`config.mk`:
```
export PLATFORM = sky130hd
export DESIGN_NAME = sdspi_expect_table
export DESIGN_NICKNAME = d
export VERILOG_FILES = /design/src/sdspi_chk_pkg.sv /design/src/sdspi_expect_table.sv
export SDC_FILE = /design/constraint.sdc
export NUM_CORES = 1
export LEC_CHECK = 0
export BUFFER_PORTS_ARGS = -buffer_cell sky130_fd_sc_hd__buf_2
export CELL_PAD_IN_SITES_DETAIL_PLACEMENT = 0
export CELL_PAD_IN_SITES_GLOBAL_PLACEMENT = 2
export CORE_MARGIN = 2
export CORE_UTILIZATION = 16
export DETAILED_ROUTE_END_ITERATION = 6
export MAX_ROUTING_LAYER = met4
export PLACE_DENSITY_LB_ADDON = 0.1
export RECOVER_POWER = 100
export SYNTH_ARGS = -nofsm -noshare
export SYNTH_HDL_FRONTEND = slang
export SYNTH_SLANG_ARGS = --single-unit
```
`constraint.sdc`:
```
create_clock -name vclk -period 1.75
set_clock_uncertainty 0.2 [all_clocks]
set_input_delay 0.2625 -clock vclk [all_inputs]
set_output_delay 0.2625 -clock vclk [all_outputs]
set_load 0.02 [all_outputs]
```
`src/sdspi_chk_pkg.sv`:
```
// SD SPI response checker definitions

package sdspi_chk_pkg;

    // Register offset and reply word widths
    localparam int ADDR_W = 8;
    localparam int DATA_W = 32;

    // Command step counter and reply length minus one
    typedef logic [7:0] cnt_t;
    typedef logic [5:0] len_t;

    // How the reply at the current step is judged
    typedef enum logic [2:0] {
        PASSTHROUGH,
        VALIDATE,
        ERROR,
        FINAL,
        CAUSE_ERROR,
        CAUSE_VALIDATION,
        CHECK_IF_DATA
    } resp_class_t;

    // Register map of the driver
    typedef enum logic [ADDR_W-1:0] {
        BEGINNING_OFFSET       = 8'h00,
        BUFFER_OFFSET          = 8'h04,
        CHANGE_BAUDRATE_OFFSET = 8'h08,
        CMD0_OFFSET            = 8'h0C,
        CMD8_OFFSET            = 8'h10,
        CMD59_OFFSET           = 8'h14,
        CMD58_OFFSET           = 8'h18,
        ACMD41_OFFSET          = 8'h1C
    } cmd_offset_t;

    ////////////////////////////////////////
    // Expected card replies
    ////////////////////////////////////////
    localparam logic [DATA_W-1:0] R1_IDLE             = 32'h0000_0001;
    localparam logic [DATA_W-1:0] R1_READY            = 32'h0000_0000;
    localparam logic [DATA_W-1:0] CMD8_ECHO           = 32'h0000_00AA;
    localparam logic [DATA_W-1:0] CMD8_R7             = 32'h0100_0001;
    localparam logic [DATA_W-1:0] CMD58_OCR           = 32'h0100_FF80;
    localparam logic [DATA_W-1:0] DATA_TOKEN_ACCEPTED = 32'h0000_0005;
    localparam logic [DATA_W-1:0] IDLE_LINE           = 32'hFFFF_FFFF;

    // Steps of the transparent block transfers
    localparam cnt_t WR_BUSY_STEP      = 8'd198;
    localparam cnt_t WR_TOKEN_STEP     = 8'd68;
    localparam cnt_t RD_TIMEOUT_STEP   = 8'd130;
    localparam cnt_t RD_DATA_LAST_STEP = 8'd127;

endpackage

```
`src/sdspi_expect_table.sv`:
```
// SD SPI expected response table
`timescale 1ns/1ns

module sdspi_expect_table #(
    parameter logic [sdspi_chk_pkg::ADDR_W-1:0] RW_MAX_OFFSET = 8'h7F
) (
    input  logic                               req_i,
    input  logic                               we_i,
    input  logic [sdspi_chk_pkg::ADDR_W-1:0]   addr_i,
    input  sdspi_chk_pkg::cnt_t                cnt_cmd_i,
    input  sdspi_chk_pkg::len_t                len_cmd_i,
    output sdspi_chk_pkg::resp_class_t         exp_class_o,
    output logic [sdspi_chk_pkg::DATA_W-1:0]   exp_data_o,
    output logic [sdspi_chk_pkg::DATA_W-1:0]   exp_mask_o
);

    import sdspi_chk_pkg::*;

    // Transparent read/write region starts right after ACMD41
    localparam logic [ADDR_W-1:0] RW_MIN_OFFSET = 8'h20;

    localparam logic [DATA_W-1:0] OCR_TOP_MASK   = 32'hFF00_0000;
    localparam logic [DATA_W-1:0] TOKEN_MASK     = 32'h0000_001F;
    localparam logic [DATA_W-1:0] BUSY_LINE_MASK = 32'h0000_0001;

    cmd_offset_t       offset;
    logic              in_rw_region;
    logic [DATA_W-1:0] default_mask;

    assign offset = cmd_offset_t'(addr_i);

    assign in_rw_region = req_i && (addr_i >= RW_MIN_OFFSET) && (addr_i <= RW_MAX_OFFSET);

    // Keep the low len_cmd_i+1 bits, saturates at a full word
    assign default_mask = ~(({DATA_W{1'b1}} << len_cmd_i) << 1);

    ////////////////////////////////////////
    // Command sequence lookup
    ////////////////////////////////////////
    always_comb begin
        exp_class_o = PASSTHROUGH;
        exp_data_o  = '0;
        exp_mask_o  = default_mask;

        case (offset)
            BEGINNING_OFFSET, BUFFER_OFFSET: begin
                if (cnt_cmd_i == 8'd1) begin
                    exp_class_o = VALIDATE;
                end
            end
            CHANGE_BAUDRATE_OFFSET: begin
                // Baud-rate register is write only
                exp_class_o = we_i ? VALIDATE : ERROR;
            end
            CMD0_OFFSET, CMD59_OFFSET: begin
                exp_class_o = FINAL;
                exp_data_o  = R1_IDLE;
            end
            CMD8_OFFSET: begin
                if (cnt_cmd_i == 8'd2) begin
                    exp_class_o = CAUSE_ERROR;
                    exp_data_o  = CMD8_R7;
                end else begin
                    exp_class_o = FINAL;
                    exp_data_o  = CMD8_ECHO;
                end
            end
            CMD58_OFFSET: begin
                if (cnt_cmd_i == 8'd2) begin
                    // Only the top byte of the OCR matters
                    exp_class_o = CAUSE_ERROR;
                    exp_data_o  = CMD58_OCR;
                    exp_mask_o  = OCR_TOP_MASK;
                end else begin
                    exp_class_o = VALIDATE;
                end
            end
            ACMD41_OFFSET: begin
                // Polling loop repeats every eight steps
                if (cnt_cmd_i[2:0] == 3'd2) begin
                    exp_class_o = CAUSE_VALIDATION;
                    exp_data_o  = R1_READY;
                end else if (cnt_cmd_i == 8'd1) begin
                    exp_class_o = CAUSE_ERROR;
                    exp_data_o  = R1_READY;
                end
            end
            default: begin
                if (in_rw_region && we_i) begin
                    case (cnt_cmd_i)
                        WR_BUSY_STEP: begin
                            exp_class_o = CAUSE_ERROR;
                            exp_data_o  = R1_READY;
                        end
                        WR_TOKEN_STEP: begin
                            exp_class_o = CAUSE_ERROR;
                            exp_data_o  = DATA_TOKEN_ACCEPTED;
                            exp_mask_o  = TOKEN_MASK;
                        end
                        8'd1: begin
                            exp_class_o = ERROR;
                        end
                        default: begin
                            // Card releases the line once busy ends
                            if (cnt_cmd_i > 8'd1 && cnt_cmd_i < WR_TOKEN_STEP) begin
                                exp_class_o = CAUSE_VALIDATION;
                                exp_data_o  = IDLE_LINE;
                                exp_mask_o  = BUSY_LINE_MASK;
                            end
                        end
                    endcase
                end else if (in_rw_region) begin
                    case (cnt_cmd_i)
                        RD_TIMEOUT_STEP: begin
                            exp_class_o = CAUSE_ERROR;
                            exp_data_o  = R1_READY;
                        end
                        8'd1: begin
                            exp_class_o = ERROR;
                        end
                        default: begin
                            if (cnt_cmd_i > 8'd1 && cnt_cmd_i <= RD_DATA_LAST_STEP) begin
                                exp_class_o = CHECK_IF_DATA;
                            end
                        end
                    endcase
                end
            end
        endcase
    end

endmodule

```
==> metrics.md <==
| Metric | Value |
|---|---|
| Most frequent cells in the layout | buf_4, buf_6, buf_2 |
| Cell taking the most area after synthesis | buf_4 |
| Final Non-Filler Cells | 374 |
| Routed WL per cell | 12.5 um |
| Critical path class | input port to output port |
| Hold Fails Final Rpt | 0 |
| Fin crit period | 2.17 ns |
| Largest net degree at the start of global routing | 14 |
| Synth unique cells | 45 |
| Area post-placement | 2000 um^2 |
| Syn Area/Cell | 6.22 um^2 |
| Crit path capture type | output port |
| Post-layout util | 39.5% |
| Peak supply drop | 0.0974 mV |
| Crit-path leading delay family | buffers and inverters |
| Area grow syn2layout | 140% |
| Hold_buf cts | 0 |
| First-pass GRT wire length | 7.45 mm |
| CLK BUF | 0 |
| HP Class | input port to output port |
| Vias in the first global route | 1,602 |
| IO Port Bufs | 91 |
| ANT cells | 0 |
| Height of the die | 84.6 um |
| Via density | 4.41 |
| Initial drt markers | 37 |
| Worst hold stages | 4 |
| # setup viols final | 67 |
| CP required | 1.29 ns |
| Die area | 7150 um^2 |
| IO Pins | 91 |
| Final setup TNS | -24.19 ns |
| Status | complete, but fails checks |
| Cell area after synthesis | 1040 um^2 |
| Buf+Inv Stages, Crit Path | 5 |
| GRT Overall Usage | 12.4% |
| Final Cycle Share | 124% |
| Final slew viol count | 0 |
| Initial antenna violation count | 0 |
| Hold path endpoint | exp_class_o[2] |
| Post-Syn Instances | 167 |
| LEAKAGE | 1.14 nW |
| Total global routing overflow | 0 |
| Critical path fanouts, max | 8 |
| Placer Congestion | 0.805 |
| # DRC | 0 |
| Commonest non-fill, non-tap cell in the layout | buf_4 |
| Post-Route WL | 4.69 mm |
| # rows | 29 |
| DP Cell Count | 365 |
| Crit path DAT | 1.70 ns |
| Max-cap violation count | 0 |
| Fmax | 462 MHz |
| HP Start | we_i |
| DP Wirelength | 3.71 mm |
| Area of the multi-input gates | 1030 um^2 |
| Syn. warnings | 0 |
| Worst rel slew slack | 72.1% |
| Final Cell Area | 2500 um^2 |
| FF+latch area | 0 um^2 |
| Share of the synthesized area in the top cell type | 18.8% |
| Worst hold slack | 0.782 ns |
| Seq cells | 0 |
| Starting Density | 16.4% |
| Vias | 1,651 |
| Final nets | 323 |
| Area of the core | 6310 um^2 |
| Final WS setup | -0.416 ns |
| Post-route ant nets | 0 |
| Max incr delay on CP | 0.26 ns |
| Die Width | 84.6 um |
| Sequential fraction of the synthesis area | 0% |
| TritonRoute pass-1 iters | 4 |
| Area contributors post-synth | buf_4, a21oi_1, a21oi_2 |
| Slew @ Worst Pin | 0.417 ns |
| Syn Nets | 191 |
| Fill cells | 661 |
| CP max-delay cell | nor4_4 |
| RSZ-0062 raised after global routing | true |
| PwrDens | 204 nW/um^2 |
| Ratio of cells with drive above 1 in the final layout | 69.7% |
| Startpoint type of the worst setup path | input port |
| Crit-path cells | buf_8, nor4_4, buf_4, and2_4, nand3b_1, buf_6, clkinvlp_4, buf_2 |
| Failing checks | setup timing |
where the power goes:
group	total, W	internal, W	switching [W]
Combinational	0.000508	0.000244	0.000264
Sequential	0	0	0
Clock	0	0	0
worst max path at each step:
stage                      to    startpoint  slack, ns  cells past startpoint
5_1_grt        exp_data_o[17]  cnt_cmd_i[1]      -0.51                      8
4_1_cts         exp_mask_o[3]     addr_i[7]      -0.44                      9
3_3_place_gp   exp_data_o[24]     addr_i[7]      -0.51                      7
2_1_floorplan  exp_mask_o[28]     addr_i[7]      -0.36                      6
3_5_place_dp   exp_data_o[30]  cnt_cmd_i[5]      -0.52                      6
6_report       exp_data_o[22]  cnt_cmd_i[1]      -0.42                      8
per-stage QoR:
stage	total power [W]	setup WS (ns)
2_1_floorplan	0.000233	-0.355
3_3_place_gp	0.000432	-0.510
3_5_place_dp	0.000428	-0.518
4_1_cts	0.000491	-0.438
5_1_grt	0.000545	-0.514
6_report	0.000508	-0.416
cell usage after synthesis, drive strengths merged:
master	n
nand3b	3
or2	1
a21boi	1
and4bb	1
o31ai	2
mux2i	1
o211ai	2
a31oi	2
xnor2	1
nor2	16
o21ai	14
clkbuf	8
a311oi	1
buf	29
a32o	1
o31a	1
and2	3
o41ai	1
nand4	2
or3	1
nand4b	3
nand2	16
a21oi	25
nand3	5
nor3b	2
nor3	5
and3	2
o32ai	1
o311ai	1
nand2b	2
inv	3
nor4	5
a211o	2
nor2b	4
per-layer routing:
| metal | part of all wire [%] | wire (um) | GRT usage [%] |
|---|---|---|---|
| met1 | 42 | 1950 | 14.7 |
| met2 | 53 | 2480 | 24.3 |
| met3 | 5.0 | 234 | 0.393 |
| met4 | 0.49 | 23 | 0.577 |
| met5 | 0 | 0 | - |
cells by family (layout without fill, tap and decap cells):
family | count (synthesis) | in the layout | synth area share [%]
buf+inv | 40 | 170 | 24.8
simple gates | 71 | 71 | 40.4
mux | 1 | 1 | 0.964
compound gates | 54 | 54 | 33.0
xor+xnor | 1 | 1 | 0.844
cell type report:
cell class / count / area share (%)
multi-input cells: 127 / 41.1
repair buffers: 165 / 53.8
well taps: 77 / 3.86
inverters: 3 / 0.602
repair inverters: 2 / 0.602
repair_timing:
item	CTS	global route
buffers inserted	6	1
pin swaps	13	5
endpoints found under the hold margin	0	0
resized for setup	77	42
gates cloned	2	0
endpoints found under the setup margin	67	67
Note: power is estimated with default switching activity, not from simulation.
